[config.mk]
export PLATFORM = sky130hd
export DESIGN_NAME = timer_regs
export DESIGN_NICKNAME = d
export VERILOG_FILES = /design/src/verilog/timer_regs.sv
export SDC_FILE = /design/constraint.sdc
export NUM_CORES = 1
export LEC_CHECK = 0
export BUFFER_PORTS_ARGS = -buffer_cell sky130_fd_sc_hd__buf_2
export CELL_PAD_IN_SITES_DETAIL_PLACEMENT = 0
export CELL_PAD_IN_SITES_GLOBAL_PLACEMENT = 1
export CORE_ASPECT_RATIO = 2
export CORE_MARGIN = 4
export CORE_UTILIZATION = 45
export CTS_CLUSTER_DIAMETER = 80
export CTS_CLUSTER_SIZE = 40
export DETAILED_ROUTE_END_ITERATION = 12
export GPL_TIMING_DRIVEN = 0
export PLACE_DENSITY_LB_ADDON = 0.08
export REMOVE_ABC_BUFFERS = 1
export SYNTH_ARGS = -nofsm -noshare
export SYNTH_HDL_FRONTEND = slang
export SYNTH_SLANG_ARGS = --single-unit
[constraint.sdc]
create_clock -name clk_i -period 2.76 [get_ports clk_i]
set_input_delay 0.276 -clock clk_i [delete_from_list [all_inputs] [get_ports clk_i]]
set_output_delay 0.276 -clock clk_i [all_outputs]
set_load 0.02 [all_outputs]
[src/verilog/timer_regs.sv]
`timescale 1ns/1ps
`default_nettype none

module timer_regs (
  input  logic        clk_i,
  input  logic        rst_n,
  input  logic        sys_hold,
  input  logic        tmr_rd,
  input  logic        tmr_hi,
  output logic [31:0] tmr_rdata
);

  logic [63:0] count_q;
  logic [31:0] hi_snap_q;

  // Free-running cycle counter, held at zero during a load
  always_ff @(posedge clk_i) begin
    if (!rst_n || sys_hold) begin
      count_q <= 64'h0;
    end else begin
      count_q <= count_q + 64'h1;
    end
  end

  // Low read snapshots the high half so the following high read matches
  always_ff @(posedge clk_i) begin
    if (tmr_rd) begin
      if (tmr_hi) begin
        tmr_rdata <= hi_snap_q;
      end else begin
        tmr_rdata <= count_q[31:0];
        hi_snap_q <= count_q[63:32];
      end
    end
  end

endmodule

`default_nettype wire

; ---- Word-level counts from Yosys, hierarchy flattened
; Cells that the tools add are included.
[totals]
in_bits = 5
reg_bits = 128
output_inout_bits = 32
[op_classes]
addsub = 1
n_reduce_logical = 3
bitwise = 1
n_mux = 1
[op_table]
columns = operator, count
row1 = $add 64x1->64 const B, 1
row2 = $mux 32, 1
row3 = $reduce_and 2->1, 1
row4 = $logic_not 1->1, 1
row5 = $logic_or 1x1->1, 1
row6 = $not 1->1, 1

; ---- Depth between registers and ports, before layout
; Gate-level depths: netlist of run 1.
[depth]
word_depth = 2
depth_mapped = 8
mapped_depth_nobuf = 6

; ---- Least setup slack after synthesis of run 1
; No wires, ideal clock.
[synth_path]
path_kind = input port to flip-flop
startpoint = in tmr_hi
endpoint = reg hi_snap_q[0], enable pin
path_buffers = 2
arrival_ps = 2140
setup_ps = 424
setup_slack_ps = 196
cell_stages = 3
path_cell_list = clkbuf_1 clkbuf_1 nor2b_1
[synth_via]
elab_chain_len = 2
[synth_rtl]
columns = item, line_no
row1 = from (decl), 9  ; input logic tmr_hi,
row2 = $not 1->1 (no source line), --
row3 = $reduce_and 2->1 (no source line), --
row4 = to (signal assigned), 32  ; hi_snap_q <= count_q[63:32];
row5 = to (decl), 14  ; logic [31:0] hi_snap_q;
; Every way passes these cells.
; A chain may end at the register's enable or synchronous reset.

; ---- Final worst setup path of run 1
[layout_path]
startpoint = reg count_q[0]
endpoint = reg count_q[44]
[layout_via]
elab_chain_len = 1
[layout_rtl]
columns = item, line_no
row1 = from (decl), 13  ; logic [63:0] count_q;
row2 = from (signal assigned), 21  ; count_q <= count_q + 64'h1;
row3 = $add 64x1->64, 21
; Every way passes these cells.

==> impl_metrics.csv, run 1 <==
group,metric,value,unit
run_status,status,"finished, final reports clean",
placed_design,placed_cell_area,0.00570,mm2
synthesis,ys_warn_count,0,
power_and_ir_drop,p_leak,2.06,nW
worst_setup_path,required,3.10,ns
placed_design,gp_congestion,0.760,
cells_and_area,seq_area,0.00320,mm2
min_path,hp-class,"in2reg",
floorplan,initial_core_util,46.0,%
cts,clk_path_buf_depth,2,
worst_setup_path,cp_slowest_cell,"or4b_2",
synthesis,syn_area_per_cell,11.3,um2
drt,wirelength,12000,um
grt,grt-ovfl-total,0,
cts,clkSlewWorstSetupHoldPaths,0.06,ns
worst_setup_path,crit_type,"reg2reg",
worst_setup_path,crit_chain,"ha_1 -> and4_1 -> and4_2 -> nand3_2 -> or4b_2 -> a21oi_1",
placed_design,placed_cells,637,
cells_and_area,drive_gt1_share,22.7,%
cts,h-tree-depth,4,
sta,timing.fmax,383,MHz
synthesis,synth_edf_count,64,
sta,period_needed,2.61,ns
grt,grt_antenna_before_repair,0,
placed_design,io_buffers,36,
synthesis,ys_types,43,
power_and_ir_drop,cellPowerDensity,692,mW/mm2
sta,min_period_over_period,94.6,%
sta,tightest_slew,0.876,ns
floorplan,rows,56,
sta,finalSetupViolations,0,
cells_and_area,final_util,54.0,%
worst_setup_path,critPathMaxStageDelay,0.67,ns
drt,ant_nets,0,
cts,cts_hold_buf,0,
sta,finalClockSkew,0.00675,ns
sta,maxSlewViolCount,0,
grt,grt_use_total,18.7,%
sta,worst_slack,0.149,ns
synthesis,ys_ff_latch,128,
floorplan,die-area,0.0139,mm2
sta,rsz0062_at_grt,"false",
placed_design,pre_cts_slack,-0.384,ns
cells_and_area,diodes,0,
drt,drt_iter0_drc,176,
worst_setup_path,cp_max_fo,12,
drt,avgViaCountPerCell,5.60,
power_and_ir_drop,vdd_drop_max,0.470,mV
synthesis,ys_seq_area_share,59.5,%
floorplan,core,0.0117,mm2
cts,clock_latency,0.41,ns
synthesis,synthTopCellsByArea,"edfxtp_1 36%, dfxtp_1 24%, mux2_2 6.5%",
grt,grt_pass1_vias,3763,
cts,clock-sinks,128,
cells_and_area,nFillCells,1061,
synthesis,async_flop_share,0,%
synthesis,synth.top_cell.area_share,35.7,%
sta,slew_headroom,41.6,%
drt,wire_per_inst,17.9,um
synthesis,synth_area_leader_cell,"edfxtp_1",
grt,grt_max_degree,42,
cts,cts_tree,"built",
drt,vias,3749,
drt,drcViolationCount,0,
cells_and_area,nets,518,
cells_and_area,final_cell_area,0.00632,mm2
cells_and_area,multiInputGateArea,0.00210,mm2
cts,cts_root_buffer,"clkbuf_16",
cells_and_area,area_delta_synth_final,17.5,%
floorplan,die_h,163,um
synthesis,mappedNetlistArea,0.00538,mm2
cells_and_area,final_cells,670,
drt,first_pass_iters,4,
sta,hold_violations,0,
worst_setup_path,crit_path_end_kind,"register",
worst_setup_path,critPathLaunchType,"register",
flow_run,cap_violations,0,
placed_design,dp_hpwl,8240,um
floorplan,ios,37,
synthesis,netlist_instances,474,
grt,grt_pass1_wl,19800,um
cts,cts_buffers,17,
synthesis,yosys_most_used_dff,"edfxtp_1",
power_and_ir_drop,finalPower,4.37,mW
worst_setup_path,worstPathArrival,2.95,ns
floorplan,die_w,85.3,um
## through the flow
stage,hold slack (ns),setup TNS [ns]
6_report,0.188,0
5_1_grt,0.197,0
3_5_place_dp,0.453,-1.50
3_3_place_gp,0.433,-32.97
2_1_floorplan,0.388,0
4_1_cts,0.182,0
## final timing paths
| path | start | to | slack, ns | depth (start not counted) |
|---|---|---|---|---|
| min | sys_hold | count_q[39] | 0.19 | 3 |
| max reg2reg | count_q[0] | count_q[44] | 0.15 | 6 |
| min reg2reg | count_q[45] | hi_snap_q[13] | 0.47 | 0 |
| max | count_q[0] | count_q[44] | 0.15 | 6 |
## layer usage
layer  wire [um]  part of all wire, %  track usage (%)
met5           0                    0                0
met4         188                  1.6             6.92
met3         337                  2.8             3.54
met2        6940                   58             35.1
met1        4550                   38             20.2
## cells in the mapped netlist (5+ instances only)
master / instances
a21oi_1: 30
and4_1: 5
clkbuf_1: 16
dfxtp_1: 64
edfxtp_1: 64
inv_1: 6
mux2_2: 31
nand2_1: 25
nand3_1: 24
nand4_1: 24
nor2_1: 45
nor3_1: 6
nor4_1: 8
o21ai_0: 21
o31ai_1: 7
or3_1: 18
or4_1: 12
xnor2_1: 15
xor2_1: 15
## sequential cells by signal, indices dropped and copies added (netlist names)
| signal | cells |
|---|---|
| hi_snap_q | 32 |
| count_q | 64 |
| tmr_rdata | 32 |
## layout by cell type (no fill, tap or decap), types with 2 or more instances in the layout
cell type	n
mux2_2	31
bufinv_16	2
edfxtp_1	64
and4_1	4
o41ai_1	2
clkbuf_16	17
inv_6	3
and3_1	4
and4_2	2
or4_1	11
nor4_2	2
xor2_1	15
nand3_2	4
o31ai_1	7
and2_1	4
nor4_1	6
nand4_1	24
o21ai_0	21
buf_2	36
dfxtp_1	64
clkinvlp_4	4
nand2_1	25
nor3_1	6
or3_1	18
nand4b_1	3
xnor2_1	15
a21oi_1	30
inv_1	6
nor2_1	45
clkinv_2	4
nand3_1	22
o21a_1	2
buf_12	2
## cell type report
class | count | share of cell area [%]
Multi-Input combinational cell | 320 | 33.3
Timing Repair Buffer | 39 | 3.60
Tap cell | 145 | 2.87
Inverter | 6 | 0.356
Clock buffer | 19 | 7.01
Sequential cell | 128 | 50.7
Clock inverter | 13 | 2.16
## where the power goes
group / switching, mW / leakage [nW] / internal [mW]
sequential: 0.0101 / 1.16 / 2.03
combinational: 0.0940 / 0.625 / 0.0461
clock: 0.834 / 0.276 / 1.35
total: 0.939 / 2.06 / 3.43
## kinds of logic (layout without fill, tap and decap cells)
group	after synthesis	after routing	share of synthesized area, %
simple gates	194	194	20.1
flops	128	128	59.5
compound gates	64	64	6.68
mux	31	31	6.49
xor+xnor	30	30	4.89
buf+inv	26	77	2.02
fa+ha+maj	1	1	0.233
## what timing repair did
item	4_1_cts	5_1_grt
hold endpoints to repair	0	0
gates resized for setup	2	4
pin swaps	1	0
endpoints found under the setup margin	8	15
cloned	0	0
buffers inserted	1	0
## critical path, delay by kind of cell (launching register included)
family                   cells  cell delay [ns]
AND/OR/NAND/NOR              4             1.68
flip-flops                   1             0.43
adder cells (fa/ha/maj)      1             0.26
AO/OA/AOI/OAI                1             0.15
Power figures use the tool's default switching activity.
==> run 2, diff against run 1 <==
BUFFER_PORTS_ARGS = -buffer_cell sky130_fd_sc_hd__clkbuf_2   (was -buffer_cell sky130_fd_sc_hd__buf_2)
==> impl_metrics.csv, run 2 (synthesis gave the netlist of run 1 again) <==
group,metric,value,unit
grt,grt_antenna_before_repair,0,
cts,cts_tree,"built",
sta,period_needed,2.56,ns
power_and_ir_drop,vdd_drop_max,0.454,mV
floorplan,die_w,85.3,um
grt,grt_max_degree,42,
worst_setup_path,r2r_slack,0.20,ns
cts,clock_latency,0.41,ns
worst_setup_path,crit_type,"reg2reg",
cts,cts_root_buffer,"clkbuf_16",
sta,tightest_slew,0.976,ns
cells_and_area,nets,520,
placed_design,io_buffers,36,
power_and_ir_drop,p_leak,2.08,nW
placed_design,placed_cells,637,
min_path,min_to,"count_q[42]",
sta,fin_setup_tns,0,ns
worst_setup_path,reg2reg_from,"count_q[0]",
min_path,hp-class,"in2reg",
worst_setup_path,reg2reg_to,"count_q[44]",
cells_and_area,final_cell_mix,"64 x dfxtp_1, 64 x edfxtp_1, 45 x nor2_1",
sta,timing.fmax,390,MHz
sta,finalClockSkew,0.00640,ns
sta,rsz0062_at_grt,"false",
cts,cts_buffers,17,
floorplan,ios,37,
worst_setup_path,r2r_cells,6,
cells_and_area,nFillCells,1065,
drt,wire_per_inst,18.1,um
grt,grt_pass1_vias,3804,
grt,grt-ovfl-total,0,
worst_setup_path,required,3.10,ns
drt,drt_iter0_drc,201,
cells_and_area,multiInputGateArea,0.00210,mm2
sta,hold_violations,0,
drt,ant_nets,0,
cells_and_area,reg_top3,"count_q (64), hi_snap_q (32), tmr_rdata (32)",
floorplan,core,0.0117,mm2
sta,maxSlewViolCount,0,
worst_setup_path,worstPathArrival,2.90,ns
min_path,hold_path_depth,3,
floorplan,initial_core_util,46.0,%
drt,vias,3813,
cells_and_area,seq_area,0.00320,mm2
cells_and_area,final_cell_area,0.00636,mm2
power_and_ir_drop,cellPowerDensity,697,mW/mm2
worst_setup_path,critPathLaunchType,"register",
run_status,status,"finished, final reports clean",
sta,worst_slack,0.196,ns
cts,clock-sinks,128,
drt,first_pass_iters,4,
cells_and_area,final_cells,672,
cts,h-tree-depth,4,
floorplan,die-area,0.0139,mm2
cells_and_area,area_delta_synth_final,18.2,%
sta,holdWs,0.180,ns
power_and_ir_drop,finalPower,4.43,mW
cts,clkSlewWorstSetupHoldPaths,0.06,ns
drt,avgViaCountPerCell,5.67,
drt,drcViolationCount,0,
cells_and_area,largest_register_ffs,64,
cells_and_area,regMostFlops,"count_q",
floorplan,rows,56,
placed_design,gp_congestion,0.763,
grt,grt_pass1_wl,19900,um
placed_design,dp_hpwl,8290,um
min_path,hp-start,"sys_hold",
worst_setup_path,cp_max_fo,12,
placed_design,pre_cts_slack,-0.428,ns
worst_setup_path,crit_path_end_kind,"register",
cells_and_area,final_util,54.3,%
flow_run,cap_violations,0,
placed_design,placed_cell_area,0.00570,mm2
drt,wirelength,12200,um
grt,grt_use_total,18.8,%
sta,finalSetupViolations,0,
cts,clk_path_buf_depth,2,
floorplan,die_h,163,um
cells_and_area,drive_gt1_share,22.6,%
sta,slew_headroom,34.9,%
cells_and_area,diodes,0,
sta,min_period_over_period,92.9,%
==> run 2: repair_timing <==
action                                  in CTS  in global routing
endpoints found under the setup margin      10                 14
endpoints found under the hold margin        0                  0
pin swaps                                    1                  0
buffers inserted                             3                  0
hold buffers                                 0                  0
resized for setup                            2                  4
==> run 2: how the worst max path moves through the flow <==
stage,cells after the start,slack [ns],endpoint,start
after floorplan,6,0.43,count_q[44],count_q[0]
after global placement,2,-1.04,hi_snap_q[3],tmr_rd
after detailed placement,5,-0.43,count_q[52],count_q[32]
after CTS,5,0.03,count_q[63],count_q[2]
after global routing,6,0.007,count_q[44],count_q[0]
final,6,0.20,count_q[44],count_q[0]
==> run 2: layer usage <==
| layer | GRT usage, % | part of all wire (%) |
|---|---|---|
| met1 | 20.1 | 38 |
| met2 | 35.0 | 57 |
| met3 | 3.90 | 3.2 |
| met4 | 7.71 | 2.1 |
| met5 | 0 | 0 |
==> run 2: critical path, cell delays in order, from the launching register on <==
cell and delay [ns]:
dfxtp_1 0.42, ha_1 0.26, and4_1 0.33, and4_4 0.38, nand3_1 0.25, or4b_2 0.69
a21oi_1 0.16
==> run 2: report_power, final <==
part	switching, mW	internal, mW
logic	0.0934	0.0458
registers	0.0116	2.03
clock network	0.827	1.42
==> run 2: layout make-up <==
type / count / share of cell area [%]
Sequential cell: 128 / 50.4
Multi-Input combinational cell: 320 / 33.0
Clock buffer: 18 / 6.75
Timing Repair Buffer: 41 / 4.01
Tap cell: 145 / 2.85
Clock inverter: 14 / 2.60
Inverter: 6 / 0.354
