<file path="src/verilog/mem_subsys_pkg.sv">
`default_nettype none

package mem_subsys_pkg;

  ////////////////////////////////////////////////////////////
  // Address map
  ////////////////////////////////////////////////////////////

  localparam logic [31:0] RAM_BASE      = 32'h4000_0000;
  localparam int          RAM_WORDS     = 1024;
  localparam int          RAM_AW        = $clog2(RAM_WORDS);
  localparam logic [31:0] TIMER_LO_ADDR = 32'h3000_0000;
  localparam logic [31:0] TIMER_HI_ADDR = 32'h3000_0004;

  // Emulated RAM latency, registered request to acknowledge
  localparam int RAM_DELAY = 16;

  // Tag and page values compared against the decoded address
  localparam logic [31-RAM_AW-2:0] RAM_TAG    = RAM_BASE[31:RAM_AW+2];
  localparam logic [27:0]          TIMER_PAGE = TIMER_LO_ADDR[31:4];

  // Region codes of a registered request
  localparam logic [1:0] REGION_NONE = 2'd0;
  localparam logic [1:0] REGION_RAM  = 2'd1;
  localparam logic [1:0] REGION_TLO  = 2'd2;
  localparam logic [1:0] REGION_THI  = 2'd3;

  ////////////////////////////////////////////////////////////
  // Serial loader
  ////////////////////////////////////////////////////////////

  localparam int                CLKS_PER_BIT = 16;
  localparam int                BIT_CW       = $clog2(CLKS_PER_BIT);
  localparam logic [BIT_CW-1:0] BIT_MID      = BIT_CW'(CLKS_PER_BIT / 2 - 1);
  localparam logic [BIT_CW-1:0] BIT_LAST     = BIT_CW'(CLKS_PER_BIT - 1);
  localparam logic [7:0]        PROG_START   = 8'h50;

  // Receiver states
  localparam logic [1:0] RX_IDLE  = 2'd0;
  localparam logic [1:0] RX_START = 2'd1;
  localparam logic [1:0] RX_DATA  = 2'd2;
  localparam logic [1:0] RX_STOP  = 2'd3;

  // Loader states
  localparam logic [1:0] LD_IDLE = 2'd0;
  localparam logic [1:0] LD_LEN  = 2'd1;
  localparam logic [1:0] LD_DATA = 2'd2;

  // One bus address, seen as a RAM word or as an IO register
  typedef union packed {
    struct packed {
      logic [31-RAM_AW-2:0] tag;
      logic [RAM_AW-1:0]    word;
      logic [1:0]           byte_off;
    } ram;
    struct packed {
      logic [27:0] page;
      logic [3:0]  reg_off;
    } io;
  } mem_addr_u;

endpackage

`default_nettype wire

</file>
<file path="src/verilog/prog_loader.sv">
`timescale 1ns/1ps
`default_nettype none

module prog_loader (
  input  logic                              clk_i,
  input  logic                              rst_n,
  input  logic                              prog_rx_i,
  output logic                              ld_we,
  output logic [mem_subsys_pkg::RAM_AW-1:0] ld_addr,
  output logic [31:0]                       ld_data,
  output logic                              sys_hold,
  output logic                              prog_mode_o
);

  logic                              rx_meta;
  logic                              rx_sync;
  logic [1:0]                        rx_state;
  logic [mem_subsys_pkg::BIT_CW-1:0] clk_cnt;
  logic [2:0]                        bit_idx;
  logic [7:0]                        rx_byte;
  logic                              byte_valid;
  logic [1:0]                        ld_state;
  logic                              len_hi;
  logic [15:0]                       remain;
  logic [1:0]                        byte_sel;
  logic [mem_subsys_pkg::RAM_AW-1:0] word_idx;
  logic                              ld_last;
  logic [23:0]                       word_buf;

  ////////////////////////////////////////////////////////////
  // 8N1 receiver, mid-bit sampling
  ////////////////////////////////////////////////////////////

  always_ff @(posedge clk_i) begin
    if (!rst_n) begin
      rx_meta    <= 1'b1;
      rx_sync    <= 1'b1;
      rx_state   <= mem_subsys_pkg::RX_IDLE;
      clk_cnt    <= '0;
      bit_idx    <= 3'd0;
      rx_byte    <= 8'h00;
      byte_valid <= 1'b0;
    end else begin
      rx_meta    <= prog_rx_i;
      rx_sync    <= rx_meta;
      byte_valid <= 1'b0;
      clk_cnt    <= clk_cnt + 1'b1;
      case (rx_state)
        mem_subsys_pkg::RX_IDLE: begin
          clk_cnt <= '0;
          if (!rx_sync) begin
            rx_state <= mem_subsys_pkg::RX_START;
          end
        end
        mem_subsys_pkg::RX_START: begin
          // Recheck the start bit at its middle
          if (clk_cnt == mem_subsys_pkg::BIT_MID) begin
            clk_cnt  <= '0;
            bit_idx  <= 3'd0;
            rx_state <= rx_sync ? mem_subsys_pkg::RX_IDLE : mem_subsys_pkg::RX_DATA;
          end
        end
        mem_subsys_pkg::RX_DATA: begin
          if (clk_cnt == mem_subsys_pkg::BIT_LAST) begin
            clk_cnt <= '0;
            rx_byte <= {rx_sync, rx_byte[7:1]};
            bit_idx <= bit_idx + 3'd1;
            if (bit_idx == 3'd7) begin
              rx_state <= mem_subsys_pkg::RX_STOP;
            end
          end
        end
        default: begin
          // Framing error drops the byte
          if (clk_cnt == mem_subsys_pkg::BIT_LAST) begin
            byte_valid <= rx_sync;
            rx_state   <= mem_subsys_pkg::RX_IDLE;
          end
        end
      endcase
    end
  end

  ////////////////////////////////////////////////////////////
  // Program-mode FSM
  ////////////////////////////////////////////////////////////

  always_ff @(posedge clk_i) begin
    if (!rst_n) begin
      ld_state <= mem_subsys_pkg::LD_IDLE;
      sys_hold <= 1'b0;
      ld_we    <= 1'b0;
      ld_last  <= 1'b0;
      len_hi   <= 1'b0;
      remain   <= 16'h0;
      byte_sel <= 2'd0;
      word_idx <= '0;
    end else begin
      ld_we   <= 1'b0;
      ld_last <= 1'b0;
      // Release one cycle after the final word lands
      if (ld_we && ld_last) begin
        sys_hold <= 1'b0;
      end
      case (ld_state)
        mem_subsys_pkg::LD_IDLE: begin
          if (byte_valid && rx_byte == mem_subsys_pkg::PROG_START) begin
            sys_hold <= 1'b1;
            len_hi   <= 1'b0;
            ld_state <= mem_subsys_pkg::LD_LEN;
          end
        end
        mem_subsys_pkg::LD_LEN: begin
          if (byte_valid) begin
            if (!len_hi) begin
              remain[7:0] <= rx_byte;
              len_hi      <= 1'b1;
            end else begin
              remain[15:8] <= rx_byte;
              byte_sel     <= 2'd0;
              word_idx     <= '0;
              // Empty load ends right away
              if ({rx_byte, remain[7:0]} == 16'h0) begin
                sys_hold <= 1'b0;
                ld_state <= mem_subsys_pkg::LD_IDLE;
              end else begin
                ld_state <= mem_subsys_pkg::LD_DATA;
              end
            end
          end
        end
        mem_subsys_pkg::LD_DATA: begin
          if (byte_valid) begin
            byte_sel <= byte_sel + 2'd1;
            if (byte_sel == 2'd3) begin
              ld_we    <= 1'b1;
              word_idx <= word_idx + 1'b1;
              remain   <= remain - 16'd1;
              if (remain == 16'd1) begin
                ld_last  <= 1'b1;
                ld_state <= mem_subsys_pkg::LD_IDLE;
              end
            end
          end
        end
        default: ld_state <= mem_subsys_pkg::LD_IDLE;
      endcase
    end
  end

  // Word assembly, little-endian
  always_ff @(posedge clk_i) begin
    if (ld_state == mem_subsys_pkg::LD_DATA && byte_valid) begin
      word_buf <= {rx_byte, word_buf[23:8]};
      if (byte_sel == 2'd3) begin
        ld_data <= {rx_byte, word_buf};
        ld_addr <= word_idx;
      end
    end
  end

  assign prog_mode_o = sys_hold;

endmodule

`default_nettype wire

</file>
<file path="config.mk">
export PLATFORM = sky130hd
export DESIGN_NAME = prog_loader
export DESIGN_NICKNAME = d
export VERILOG_FILES = /design/src/verilog/mem_subsys_pkg.sv /design/src/verilog/prog_loader.sv
export SDC_FILE = /design/constraint.sdc
export NUM_CORES = 1
export LEC_CHECK = 0
export BUFFER_PORTS_ARGS = -buffer_cell sky130_fd_sc_hd__buf_2
export CAP_MARGIN = 20
export CORE_AREA = 2 2 118 120
export DETAILED_ROUTE_END_ITERATION = 6
export DIE_AREA = 0 0 120 122
export GPL_TIMING_DRIVEN = 0
export PLACE_DENSITY = 0.54
export SYNTH_ARGS = -nofsm -noshare
export SYNTH_HDL_FRONTEND = slang
export SYNTH_SLANG_ARGS = --single-unit
</file>
<file path="constraint.sdc">
create_clock -name clk_i -period 2.7 [get_ports clk_i]
set_clock_uncertainty 0.2 [all_clocks]
set_input_delay 0.54 -clock clk_i [delete_from_list [all_inputs] [get_ports clk_i]]
set_output_delay 0.54 -clock clk_i [all_outputs]
set_load 0.005 [all_outputs]
</file>
---- Yosys cells after proc, flatten, opt, wreduce, memory -nomap -nowiden ----
Cells that the tools add are included.
operators by class
  add/subtract/negate cells ............... 5
  equal/unequal tests ..................... 21
  multiplexer cells ....................... 47
  bitwise operators ....................... 2
  reductions and logical operators ........ 22
operator list
  operator                                                               count
  16-bit 2-to-1 mux                                                      3
  10-bit 2-to-1 mux                                                      4
  2-bit 2-to-1 mux                                                       16
  16-bit case mux with 2 select lines                                    1
  2-bit inequality test (second input constant)                          11
  10-bit case mux with 2 select lines                                    1
  16-bit by 1-bit == test with 1-bit output (second input constant)      1
  16-bit zero test                                                       1
  8-bit 2-to-1 mux                                                       2
  16-bit by 1-bit subtractor with 16-bit output (second input constant)  1
  5-bit AND reduction                                                    3
  2-bit case mux with 3 select lines                                     2
  4-bit case mux with 3 select lines                                     1
  10-bit by 1-bit adder with 10-bit output (second input constant)       1
  1-bit 2-to-1 mux                                                       9
  3-bit AND reduction                                                    3
  8-bit by 7-bit == test with 1-bit output (second input constant)       1
  4-bit 2-to-1 mux                                                       2
  4-bit AND reduction                                                    2
  2-bit == test (second input constant)                                  3
  3-bit 2-to-1 mux                                                       2
  3-bit case mux with 2 select lines                                     1
  6-bit AND reduction                                                    1
  2-bit nonzero test                                                     3
  other kinds (15)                                                       22
word-level totals
  register bits ........................... 120
  input bits .............................. 3
  output and inout port bits .............. 45
  word-level logic and storage cells ...... 116

---- Logic depth before layout (Yosys ltp) ----
  depth in word-level cells ............... 6
  gate-level depth with buffers ........... 6
  depth with buffers taken out ............ 6

---- Least setup slack after synthesis ----
No wires, ideal clock.
  path kind ............................... register to register
  from .................................... register byte_sel[0]
  to ...................................... register word_idx[9] (netlist bit)
  setup time .............................. 0.072 ns
  arrival time ............................ 2.355 ns
  required time ........................... 2.428 ns
  setup slack ............................. 0.073 ns
  cell stages (with the launch flop) ...... 7
  path buffers ............................ 0
  period minus slack after synthesis ...... 2.627 ns
  path through ............................ dfxtp_1 -> ha_1 -> nand4b_1 -> inv_1 -> nor2_1 -> nor4_1 -> mux2i_1
between the ends
  word-level cells in the longest chain between the ends .. 3
RTL lines
  element                          line                text
  start, declared                  prog_loader.sv:25   logic [1:0] byte_sel;
  start signal, assigned           prog_loader.sv:134  byte_sel <= byte_sel + 2'd1;
  2-bit == test                    prog_loader.sv:135  if (byte_sel == 2'd3) begin
  2-bit inequality test (no line)  n/a
  5-bit AND reduction (no line)    n/a
  end signal, assigned             prog_loader.sv:137  word_idx <= word_idx + 1'b1;
  end, declared                    prog_loader.sv:26   logic [mem_subsys_pkg::RAM_AW-1:0] word_idx;
Every way passes these cells.
A chain may end at the register's enable or synchronous reset.

---- Worst setup path after layout ----
  from .................................... register ld_state[1]
  to ...................................... register word_buf[6], enable pin
between the ends
  word-level cells in the longest chain between the ends .. 2
RTL lines
  element                 line                text
  start, declared         prog_loader.sv:22   logic [1:0] ld_state;
  start signal, assigned  prog_loader.sv:90   ld_state <= mem_subsys_pkg::LD_IDLE;
  start signal, assigned  prog_loader.sv:110  ld_state <= mem_subsys_pkg::LD_LEN;
  start signal, assigned  prog_loader.sv:125  ld_state <= mem_subsys_pkg::LD_IDLE;
  2-bit == test           prog_loader.sv:153  if (ld_state == mem_subsys_pkg::LD_DATA && byte_valid) begin
  1-bit logical AND       prog_loader.sv:153
  end signal, assigned    prog_loader.sv:154  word_buf <= {rx_byte, word_buf[23:8]};
  end, declared           prog_loader.sv:28   logic [23:0] word_buf;
Every way passes these cells.

==> reports/qor.txt <==
status -> finished, final reports clean
Cell variety after synth -> 60
Longest Clk Path Bufs -> 2
PostCTS Resize Cnt -> 1
final setup vio count -> 0
setup repair after global routing missed its margin -> no
nets -> 481
final worst path period need -> 2300 ps
Logic pwr share -> 0.7%
largest net degree at the start of global routing -> 41
CP startpoint kind -> flip-flop
clock share of power -> 53.0%
Seq cells post-synth -> 120
Critical Path End Type -> flip-flop
prevailing post-synth register cell -> edfxtp_1
Least-Margin Pin Slew -> 615 ps
Cell Int Power -> 3.32 mW
antenna violations before repair -> 0
DRT Pass-1 Iters -> 5
Post-Layout Cell Count -> 664
Post-Synthesis Cells -> 405
sequential area share after synthesis -> 63.6%
CTS H-Tree Depth -> 4
drt first-iter violations -> 231
xor/xnor share of the synthesized area -> 1.45%
CP max FO -> 26
Hold Path Cell Cnt -> 2
Leak -> 1.97 nW
most common cell in the netlist -> edfxtp_1
Total Neg Setup Slack -> 0 ps
share of cells above drive strength 1 -> 20.2%
mux share of post-synthesis cell area -> 2.29%
Synth area leaders -> edfxtp_1 (41%), dfxtp_1 (22%), nor2_1 (3.1%), nand2_1 (2.6%), mux2i_1 (2.3%)
GRT Util Overall -> 14.4%
CTS Buf Count -> 17
dpl cells -> 632
Syn Nets -> 415
num rows -> 43
crit path DAT -> 2140 ps
CP max-delay cell -> and2_2
area delta synth->final -> 22.0%
WL final -> 9880 um
crit path cell chain -> buf_2 > nor2b_1 > clkbuf_1 > and2_2
Final Hold Viols -> 0
Antenna Cells -> 0
WP data required -> 2540 ps
core area -> 13500 sq um
clock latency at the later pin of the worst-skew pair -> 410 ps
Switching Share -> 19.7%
DP Wirelength -> 6690 um
max-slew violations -> 0
asr flop ratio synth -> 0%
HP Start -> prog_rx_i
worst hold path class -> primary input to flip-flop
post-CTS setup buffers -> 0
Max-slew headroom -> 58.7%
I/O pin count -> 48
Die Wd -> 120 um
sw power -> 0.813 mW
CTS tree -> done
gpl congestion -> 0.860
Reg-to-Reg Start -> ld_state[1]
synthesized area -> 4820 sq um
first-pass GRT wire length -> 16000 um
wire per inst -> 14.9 um
DRT antenna net count -> 0
largest family of logic cells by synthesized area -> simple AND/OR/NAND/NOR gates
Hold Buf Count CTS -> 0
Clock transition at path regs -> 50 ps
top cells by instance count after synthesis -> edfxtp_1 (66), dfxtp_1 (54), nor2_1 (40), nand2_1 (34), a21oi_1 (20)
simple-gate area share of the yosys netlist -> 16.5%
number of synthesized flops with an enable pin -> 66
critical path launch point -> ld_state[1]
Overflow after GRT -> 0
Syn Area/Cell -> 11.9 sq um
Initial Utilization -> 35.7%
vias in the first global route -> 3191
Clock Sinks -> 120
post-synthesis compound-gate area fraction -> 11.3%
Flop pwr share -> 46.3%
Die Span Y -> 122 um
WS Path Type -> flip-flop to flip-flop
clock root cell -> clkbuf_16
R2R cell count -> 4
total number of vias -> 3339
largest area contributor in the netlist -> edfxtp_1
Yosys warnings -> 0
Port Buffers -> 46
cell area power density -> 703 nW/um^2
Die ar. -> 14600 sq um
Final Cycle Share -> 85.2%
vias per std cell -> 5.03
Synth top area share -> 41.1%
max cap viols -> 0
FMAX -> 0.435 GHz
Crit path largest cell delay -> 630 ps
Worst VDD drop -> 0.471 mV
DRC Markers -> 0
adder-cell share of the synthesized area -> 1.82%
final timing paths:
path | end | slack, ps
max | word_buf[6] | 400
min | rx_meta | 110
max reg2reg | word_buf[6] | 400
min reg2reg | rx_sync | 210
state kept, by name (all words and copies together) (netlist names):
name         flops
ld_data         32
remain          16
clk_cnt          4
byte_sel         2
ld_we            1
ld_addr         10
byte_valid       1
word_buf        24
rx_meta          1
prog_mode_o      1
bit_idx          3
rx_byte          8
rx_sync          1
rx_state         2
ld_state         2
len_hi           1
word_idx        10
ld_last          1
metal layers:
layer | global-route usage [%] | vias to the layer above | wire [um]
li1 | - | 1644 | -
met1 | 17.9 | 1599 | 4540
met2 | 22.4 | 81 | 4650
met3 | 5.06 | 15 | 507
met4 | 7.21 | 0 | 182
met5 | 0 | - | 0
worst max-delay path, delay by kind of cell, from the launching register on:
family	cells	cell delay, ps
buffers and inverters	2	610
flip-flops	1	340
AND/OR/NAND/NOR	2	780
power groups by stage:
stage	Combinational (mW)	Sequential, mW	Clock (mW)
2_1_floorplan	0.0207	1.95	0
3_3_place_gp	0.0301	1.95	0
3_5_place_dp	0.0306	1.95	0
4_1_cts	0.0307	1.91	2.24
5_1_grt	0.0336	1.91	2.31
6_report	0.0301	1.91	2.19
area by class of cell:
class	count	area (sq um)
well taps	180	225
clock buffers	21	460
flip-flops and latches	120	3060
repair buffers	47	250
fillers	1260	7620
plain buffers	24	110
inverters	10	37.5
clock inverters	11	124
multi-input cells	251	1610
cell families (layout without fill, tap and decap cells):
logic type                 after synthesis  after routing
adders and majority gates                7              7
DFF                                    120            120
muxes                                   11             11
and+or+nand+nor                        146            146
xor gates and xnor gates                 8              8
AOI/OAI and AO/OA                       79             79
buffers and inverters                   34            113
cells in the final DEF (no fill, tap or decap), types with 9 or more instances in the layout:
cell and count:
nand4_1 9, o21ai_0 15, nand3_1 10, buf_2 53, mux2i_1 11, clkbuf_16 17
edfxtp_1 66, nand2_1 34, clkbuf_1 16, nor2_1 40, dfxtp_1 54, inv_1 9
a21oi_1 20
per-stage QoR:
step | instance area, sq um | hold slack [ps] | util [%] | setup slack, ps | power, mW
floorplan | 4820 | 186 | - | 73.2 | 1.97
global placement | 5270 | 194 | 39.1 | -752 | 1.98
detailed placement | 5290 | 203 | 39.2 | 8.33 | 1.98
CTS | 5880 | 86.5 | 43.5 | 376 | 4.18
global route | 5880 | 100 | 43.5 | 220 | 4.26
finish | 5880 | 107 | 43.5 | 400 | 4.13
Power figures use the tool's default switching activity.
