[src/verilog/mem_subsys_pkg.sv]
`default_nettype none

package mem_subsys_pkg;

  ////////////////////////////////////////////////////////////
  // Address map
  ////////////////////////////////////////////////////////////

  localparam logic [31:0] RAM_BASE      = 32'h4000_0000;
  localparam int          RAM_WORDS     = 1024;
  localparam int          RAM_AW        = $clog2(RAM_WORDS);
  localparam logic [31:0] TIMER_LO_ADDR = 32'h3000_0000;
  localparam logic [31:0] TIMER_HI_ADDR = 32'h3000_0004;

  // Emulated RAM latency, registered request to acknowledge
  localparam int RAM_DELAY = 16;

  // Tag and page values compared against the decoded address
  localparam logic [31-RAM_AW-2:0] RAM_TAG    = RAM_BASE[31:RAM_AW+2];
  localparam logic [27:0]          TIMER_PAGE = TIMER_LO_ADDR[31:4];

  // Region codes of a registered request
  localparam logic [1:0] REGION_NONE = 2'd0;
  localparam logic [1:0] REGION_RAM  = 2'd1;
  localparam logic [1:0] REGION_TLO  = 2'd2;
  localparam logic [1:0] REGION_THI  = 2'd3;

  ////////////////////////////////////////////////////////////
  // Serial loader
  ////////////////////////////////////////////////////////////

  localparam int                CLKS_PER_BIT = 16;
  localparam int                BIT_CW       = $clog2(CLKS_PER_BIT);
  localparam logic [BIT_CW-1:0] BIT_MID      = BIT_CW'(CLKS_PER_BIT / 2 - 1);
  localparam logic [BIT_CW-1:0] BIT_LAST     = BIT_CW'(CLKS_PER_BIT - 1);
  localparam logic [7:0]        PROG_START   = 8'h50;

  // Receiver states
  localparam logic [1:0] RX_IDLE  = 2'd0;
  localparam logic [1:0] RX_START = 2'd1;
  localparam logic [1:0] RX_DATA  = 2'd2;
  localparam logic [1:0] RX_STOP  = 2'd3;

  // Loader states
  localparam logic [1:0] LD_IDLE = 2'd0;
  localparam logic [1:0] LD_LEN  = 2'd1;
  localparam logic [1:0] LD_DATA = 2'd2;

  // One bus address, seen as a RAM word or as an IO register
  typedef union packed {
    struct packed {
      logic [31-RAM_AW-2:0] tag;
      logic [RAM_AW-1:0]    word;
      logic [1:0]           byte_off;
    } ram;
    struct packed {
      logic [27:0] page;
      logic [3:0]  reg_off;
    } io;
  } mem_addr_u;

endpackage

`default_nettype wire

[src/verilog/ram_latency.sv]
`timescale 1ns/1ps
`default_nettype none

module ram_latency (
  input  logic clk_i,
  input  logic rst_n,
  input  logic ram_start,
  output logic ram_done
);

  logic [mem_subsys_pkg::RAM_DELAY-1:0] delay_q;

  ////////////////////////////////////////////////////////////
  // Latency shift chain
  ////////////////////////////////////////////////////////////

  // A single token walks through the chain, one stage per cycle
  always_ff @(posedge clk_i) begin
    if (!rst_n) begin
      delay_q <= '0;
    end else begin
      delay_q <= {delay_q[mem_subsys_pkg::RAM_DELAY-2:0], ram_start};
    end
  end

  // Token leaving the last stage ends the wait
  assign ram_done = delay_q[mem_subsys_pkg::RAM_DELAY-1];

endmodule

`default_nettype wire

[config.mk]
export PLATFORM = sky130hd
export DESIGN_NAME = ram_latency
export DESIGN_NICKNAME = d
export VERILOG_FILES = /design/src/verilog/mem_subsys_pkg.sv /design/src/verilog/ram_latency.sv
export SDC_FILE = /design/constraint.sdc
export NUM_CORES = 1
export LEC_CHECK = 0
export BUFFER_PORTS_ARGS = -buffer_cell sky130_fd_sc_hd__buf_4
export CAP_MARGIN = 10
export CELL_PAD_IN_SITES_DETAIL_PLACEMENT = 1
export CELL_PAD_IN_SITES_GLOBAL_PLACEMENT = 2
export CORE_AREA = 2 2 39 41
export DETAILED_ROUTE_END_ITERATION = 16
export DIE_AREA = 0 0 41 43
export GPL_TIMING_DRIVEN = 1
export PLACE_DENSITY = 0.73
export SLEW_MARGIN = 20
export SYNTH_ARGS = -nofsm -noshare
export SYNTH_HDL_FRONTEND = slang
export SYNTH_SLANG_ARGS = --single-unit
[constraint.sdc]
create_clock -name clk_i -period 1.4 [get_ports clk_i]
set_input_delay 0.28 -clock clk_i [delete_from_list [all_inputs] [get_ports clk_i]]
set_output_delay 0.28 -clock clk_i [all_outputs]
set_load 0.1 [all_outputs]
## Word-level counts from Yosys, hierarchy flattened

Index checks and enable logic that the tools add are counted.

- Add/subtract/negate cells: 0
- Multiply operators: 0
- Div/mod/pow operators: 0
- Magnitude comparators: 0
- Eq/ne operators: 0
- Shift operators: 0
- Multiplexer cells: 0
- Bitwise logic cells: 0
- Reductions and logical operators: 0

- Register bits: 16
- Latch bits: 0
- Memory bits (writable): 0
- Bits in read-only memories: 0
- Bits of input ports: 3
- Word-level logic and storage cells: 1
- Memories kept: 0

## Longest topological paths before layout

Gate-level depths: netlist of run 1.

- Depth in word-level cells: 0
- Gate-level depth with buffers: 2
- Depth with buffers taken out: 1

## Worst setup path before layout of run 1

Ideal clock, no wire load.

- Path kind: register to output
- From: register delay_q[15] in the netlist's numbering
- To: output port ram_done
- Data arrival time: 909 ps
- Setup slack: 211 ps
- Stages on the path, launching flop included: 1
- Buffers on the path: 0
- Path through: dfxtp_1

RTL lines:

| item | RTL line | text |
|---|---|---|
| start: declaration | ram_latency.sv:11 | `logic [mem_subsys_pkg::RAM_DELAY-1:0] delay_q;` |
| start signal: assignment | ram_latency.sv:22 | `delay_q <= {delay_q[mem_subsys_pkg::RAM_DELAY-2:0], ram_start};` |
| end: declaration | ram_latency.sv:8 | `output logic ram_done` |

No word-level cell between the ends.

## Worst setup path after layout of run 1

- From: register delay_q[15] in the netlist's numbering
- To: output port ram_done

No word-level cell between the ends.

==> summary.txt, run 1 <==
Die
  – CORE AREA: 1380 um^2
  – Starting density of the core: 0.323
  – Die H: 43 um
  – Die area: 1760 um^2
  – Row count: 14
  – Die W: 41 um
  – Ports: 4

Layout
  – Max reg flops: 16
  – Fin util: 0.362
  – Fill cell count: 154
  – Nets: 43
  – N_diodes: 0
  – Share of cells above drive strength 1: 0.474
  – Largest reg by FF count: delay_q
  – Area growth from synthesis to layout: 12.0%
  – Design Area, Final: 500 um^2
  – Largest registers: delay_q: 16 flops
  – Area occupied by multi-input gates: 115 um^2
  – Register area: 320 um^2
  – Finished Layout Cells: 54

Clocking
  – CTS Buffer Depth: 2
  – Total CTS buffers: 3
  – Setup Fix Bufs, Post-CTS: 0
  – Clock transition at the registers of the reported paths: 0.08 ns
  – PostCTS Resize Cnt: 0
  – Max H-tree Level: 1
  – CTS root buf: clkbuf_4
  – Clock sinks: 16
  – Worst-Skew Late Latency: 0.27 ns
  – CTS tree: yes
  – Hold Buf Count CTS: 0

Setup path
  – Top delay family on crit path: flip-flops
  – CP arrival: 0.88 ns
  – CP Class: reg2out
  – Setup slack, reg-to-reg: 0.81 ns
  – Worst path depth: 1
  – Reg2Reg Depth: 1
  – Worst-path maximum fanout: 1
  – Critical path, cell by cell: buf_4
  – CP Launch Type: flip-flop
  – Critical Path Slowest Stage Cell: dfxtp_1
  – Reg2reg end: delay_q[2]
  – CP bufs+invs: 1
  – Delay of the slowest cell on the worst path: 0.32 ns
  – FF-to-FF Start: delay_q[1]
  – Req. time, crit path: 1.12 ns
  – Worst setup EP type: output pin

Route
  – Post-Route WL: 581 um
  – Vias: 218
  – DRT iter0 DRCs: 0
  – Drt wl/cell: 10.8 um
  – Post-route ant nets: 0
  – DRC: 0
  – TritonRoute pass-1 iters: 1
  – DR vias/cell: 4.04

Synth
  – Yosys top cell by area: dfxtp_1
  – Cells after Synth: 33
  – Netlist Area Pre-Place: 447 um^2
  – Register area share after synthesis: 0.717
  – #FFs+latches synth: 16
  – Count of flip-flops with a built-in enable after synthesis: 0
  – Mean Syn Cell Area: 13.5 um^2
  – Area contributors post-synth: dfxtp_1, and2_2, and2_1
  – Synth cell count leaders: dfxtp_1, and2_2, and2_1
  – Count leader, synth: dfxtp_1
  – Warnings from Yosys: 0
  – Top FF cell, synth: dfxtp_1
  – Distinct cells, synth: 4
  – Net Count, Synth: 36
  – Post-synth ARST share: 0
  – Top-area cell type share of the netlist area: 0.717

Timing
  – Fmax: 0.862 GHz
  – WHS: 0.219 ns
  – Worst slew pin tran: 0.277 ns
  – Final period util: 0.829
  – Slew headroom: 0.817
  – Final setup TNS: 0 ns
  – Final setup violation count: 0
  – Crit path time final: 1.16 ns
  – Final Slew Violations: 0
  – Final setup margin: 0.240 ns
  – RSZ-0062 raised after global routing: false
  – Hold Violations, Final: 0
  – Post-Route Skew: 0.00304 ns

Worst hold path
  – Worst Hold Path EP: delay_q[0]
  – Hold Crit Class: in2reg
  – Worst Hold Depth: 2
  – Hold Crit Start: ram_start

Place
  – GPL Wtd Cong: 0.601
  – DP Cell Count: 51
  – Post-DP HPWL: 398 um
  – Dpl cell area: 478 um^2
  – Port Buf Inserts: 3
  – Post-placement setup slack: 0.527 ns

Power and ir drop
  – Total power: 698 uW
  – Power per standard cell area: 1390 nW/um^2
  – Net Switching: 132 uW
  – Peak supply drop: 0.431 mV
  – P_leak: 0.215 nW
  – Logic pwr share: 0.018
  – Clock power frac: 0.323
  – Seq pwr share: 0.659
  – Internal power: 566 uW
  – Net Sw Frac: 0.189

GRT
  – Pin count of the biggest net entering global routing: 17
  – GRT Resource Usage Total: 0.0955
  – Vias in the first global route: 232
  – Initial antenna violation count: 0
  – First-pass GRT wire length: 1010 um
  – Remaining Overflow, GRT: 0

Outcome
  – Status: finished clean

Flow run
  – Max-cap violation count: 0
## layer usage
layer / GRT usage / routed length (um) / part of all wire
met5: 0 / 0 / 0
met4: 0.100 / 4 / 0.0069
met3: 0.0314 / 21 / 0.036
met2: 0.113 / 302 / 0.52
met1: 0.124 / 253 / 0.44
## layout make-up
cell class	count	area share
multi-input combinational	16	0.230
clock buffer	3	0.0450
tap	16	0.0400
timing repair buffer	3	0.0450
sequential	16	0.640
## power by group through the flow
stage          Combinational, mW  Sequential (mW)  Clock [mW]
2_1_floorplan            0.00838            0.470           0
3_3_place_gp              0.0120            0.471           0
3_5_place_dp              0.0132            0.471           0
4_1_cts                   0.0131            0.460       0.237
5_1_grt                   0.0143            0.461       0.263
6_report                  0.0125            0.460       0.225
## worst max-delay path by stage
stage	startpoint	end	slack [ns]
detailed placement	delay_q[15]	ram_done	0.53
floorplan	delay_q[15]	ram_done	0.21
global placement	delay_q[15]	ram_done	0.56
finish	delay_q[15]	ram_done	0.24
CTS	delay_q[15]	ram_done	0.21
global route	delay_q[15]	ram_done	0.20
## kinds of logic after synthesis
group	after synthesis	share of synthesized area
buffers and inverters	1	0.0252
flip-flops	16	0.717
AND/OR/NAND/NOR	16	0.258
## layout by cell type, fill, tap and decap left out
| cell | Yosys | final |
|---|---|---|
| clkbuf_4 | 0 | 3 |
| dfxtp_1 | 16 | 16 |
| buf_4 | 0 | 3 |
| and2_2 | 12 | 12 |
| and2_1 | 4 | 4 |
No activity file was read; power rests on OpenSTA's default activity.
==> inputs of run 2 (changes only) <==
--- a/config.mk
+++ b/config.mk
@@ -9,9 +9,9 @@
 export CAP_MARGIN = 10
 export CELL_PAD_IN_SITES_DETAIL_PLACEMENT = 1
 export CELL_PAD_IN_SITES_GLOBAL_PLACEMENT = 2
-export CORE_AREA = 2 2 39 41
+export CORE_MARGIN = 2
+export CORE_UTILIZATION = 32
 export DETAILED_ROUTE_END_ITERATION = 16
-export DIE_AREA = 0 0 41 43
 export GPL_TIMING_DRIVEN = 1
 export PLACE_DENSITY = 0.73
 export SLEW_MARGIN = 20
==> constraint.sdc (replaced) <==
create_clock -name clk_i -period 1 [get_ports clk_i]
set_input_delay 0.2 -clock clk_i [delete_from_list [all_inputs] [get_ports clk_i]]
set_output_delay 0.2 -clock clk_i [all_outputs]
set_load 0.1 [all_outputs]
==> run 2 against run 1 <==
  * Clock power increased by 81%
  * Critical endpoint unchanged
  * Clock-buffer cell count increased by 1
  * Routed wire length decreased by 7.7%
  * Sequential cell count unchanged
  * Worst hold slack got worse by 0.076 ns
  * Cell count unchanged
  * Critical path depth unchanged
  * Critical path type unchanged
  * Power increased by 53%
==> summary.txt, run 2 (synthesis gave the netlist of run 1 again) <==
Outcome
  – Status: finished clean (unchanged)

Place
  – Port Buf Inserts: 3 (unchanged)
  – Dpl cell area: 478 um^2 (unchanged)
  – GPL Wtd Cong: 0.609 (was 0.601)
  – Post-DP HPWL: 368 um (was 398 um)

GRT
  – Vias in the first global route: 220 (was 232)
  – Remaining Overflow, GRT: 0 (unchanged)
  – Pin count of the biggest net entering global routing: 17 (unchanged)
  – First-pass GRT wire length: 931 um (was 1010 um)
  – GRT Resource Usage Total: 0.0932 (was 0.0955)
  – Initial antenna violation count: 0 (unchanged)

Layout
  – Max reg flops: 16 (unchanged)
  – Largest reg by FF count: delay_q (unchanged)
  – Area growth from synthesis to layout: 17.9% (was 12.0%)
  – Design Area, Final: 527 um^2 (was 500 um^2)
  – Most common cell after layout, fill and taps aside: dfxtp_1 (unchanged)
  – Most frequent cells in the layout: dfxtp_1, and2_2, and2_1 (unchanged)
  – Fin util: 0.405 (was 0.362)
  – N_diodes: 0 (unchanged)
  – Nets: 43 (unchanged)
  – Share of cells above drive strength 1: 0.513 (was 0.474)
  – Largest registers: delay_q: 16 flops (unchanged)

Die
  – Die area: 1710 um^2 (was 1760 um^2)
  – Ports: 4 (unchanged)
  – CORE AREA: 1300 um^2 (was 1380 um^2)
  – Die W: 41.4 um (was 41 um)
  – Starting density of the core: 0.343 (was 0.323)
  – Die H: 41.4 um (was 43 um)
  – Row count: 13 (was 14)

Power and ir drop
  – Power per standard cell area: 2030 nW/um^2 (was 1390 nW/um^2)
  – P_leak: 0.226 nW (was 0.215 nW)
  – Peak supply drop: 0.889 mV (was 0.431 mV)

Timing
  – Crit path time final: 0.995 ns
  – Hold Violations, Final: 0 (unchanged)
  – Fmax: 1.01 GHz
  – RSZ-0062 raised after global routing: true (was false)
  – Slew headroom: 0.928 (was 0.817)
  – Final setup violation count: 0 (unchanged)
  – Final period util: 0.995
  – WHS: 0.143 ns (was 0.219 ns)
  – Final Slew Violations: 0 (unchanged)
  – Worst slew pin tran: 0.107 ns (was 0.277 ns)
  – Post-Route Skew: 0.00191 ns (was 0.00304 ns)

Route
  – DR vias/cell: 4.09 (was 4.04)
  – Drt wl/cell: 9.93 um (was 10.8 um)
  – DRC: 0 (unchanged)
  – Post-route ant nets: 0 (unchanged)
  – TritonRoute pass-1 iters: 1 (unchanged)
  – Post-Route WL: 536 um (was 581 um)
  – Vias: 221 (was 218)
  – DRT iter0 DRCs: 0 (unchanged)

Setup path
  – Setup slack, reg-to-reg: 0.40 ns (was 0.81 ns)
  – Critical path, cell by cell: buf_12 (was buf_4)
  – Worst setup EP type: output pin (unchanged)
  – Worst setup path startpoint: delay_q[15] (unchanged)
  – CP Launch Type: flip-flop (unchanged)
  – FF-to-FF Start: delay_q[0] (was delay_q[1])
  – CP Class: reg2out (unchanged)
  – Worst-path maximum fanout: 1 (unchanged)
  – Delay of the slowest cell on the worst path: 0.35 ns (was 0.32 ns)
  – CP bufs+invs: 1 (unchanged)
  – Reg2Reg Depth: 1 (unchanged)
  – Reg2reg end: delay_q[1] (was delay_q[2])
  – Setup crit end: ram_done (unchanged)
  – Worst path depth: 1 (unchanged)
  – Top delay family on crit path: flip-flops (unchanged)
  – Critical Path Slowest Stage Cell: dfxtp_2 (was dfxtp_1)
  – Req. time, crit path: 0.80 ns (was 1.12 ns)
  – CP arrival: 0.79 ns (was 0.88 ns)

Clocking
  – CTS tree: yes (unchanged)
  – Max H-tree Level: 1 (unchanged)
  – Total CTS buffers: 3 (unchanged)
  – Worst-Skew Late Latency: 0.28 ns (was 0.27 ns)
  – CTS root buf: clkbuf_4 (unchanged)
  – Setup Fix Bufs, Post-CTS: 0 (unchanged)
  – Clock transition at the registers of the reported paths: 0.09 ns (was 0.08 ns)
  – CTS Buffer Depth: 2 (unchanged)
  – Clock sinks: 16 (unchanged)

Worst hold path
  – Worst Hold Depth: 2 (unchanged)
  – Hold Crit Class: in2reg (unchanged)

Flow run
  – Max-cap violation count: 0 (unchanged)
==> run 2: cell types whose count changed in the layout (fill, tap and decap cells not counted), sizes merged <==
| cell | previous run | this run |
|---|---|---|
| clkbuf | 3 | 4 |
==> run 2: final cells by class <==
cell class                 count  area (um^2)
fill                         153          774
sequential                    16          322
clock buffer                   4         36.3
multi-input combinational     16          115
timing repair buffer           3         35.0
tap                           15         18.8
==> run 2: timing repair <==
action,4_1_cts,5_1_grt
setup endpoints to repair,1,1
pin swaps,0,0
hold buffers,0,0
gates resized for setup,3,0
gates cloned,0,0
==> run 2: stage by stage <==
step / std cells / power [mW] / worst slack [ns] / TNS, ns
3_3_place_gp: 50 / 0.676 / 0.236 / 0
6_report: 54 / 1.07 / 0.00537 / 0
4_1_cts: 54 / 1.09 / -0.0188 / -0.0188
2_1_floorplan: 33 / 0.670 / 0.174 / 0
3_5_place_dp: 50 / 0.678 / 0.220 / 0
5_1_grt: 54 / 1.12 / -0.0303 / -0.0303
==> run 2: how the worst min path moves through the flow <==
stage               slack [ns]     endpoint        start
finish                    0.14   delay_q[0]    ram_start
global route              0.14   delay_q[0]    ram_start
CTS                       0.13   delay_q[0]    ram_start
detailed placement        0.42  delay_q[11]  delay_q[10]
global placement          0.42   delay_q[9]   delay_q[8]
floorplan                 0.34  delay_q[15]        rst_n
==> run 2: metal layers <==
layer,part of all wire,vias to the layer above,global-route usage
li1,-,111,-
met1,0.43,106,0.100
met2,0.53,4,0.148
met3,0.041,0,0.0319
met4,0,0,0.0726
met5,0,-,0
==> run 2: report_power, final <==
group | internal (mW) | total, mW | switching, mW
clock | 0.221 | 0.407 | 0.185
combinational | 0.00971 | 0.0174 | 0.00767
sequential | 0.643 | 0.644 | 0.00159
total | 0.874 | 1.07 | 0.195
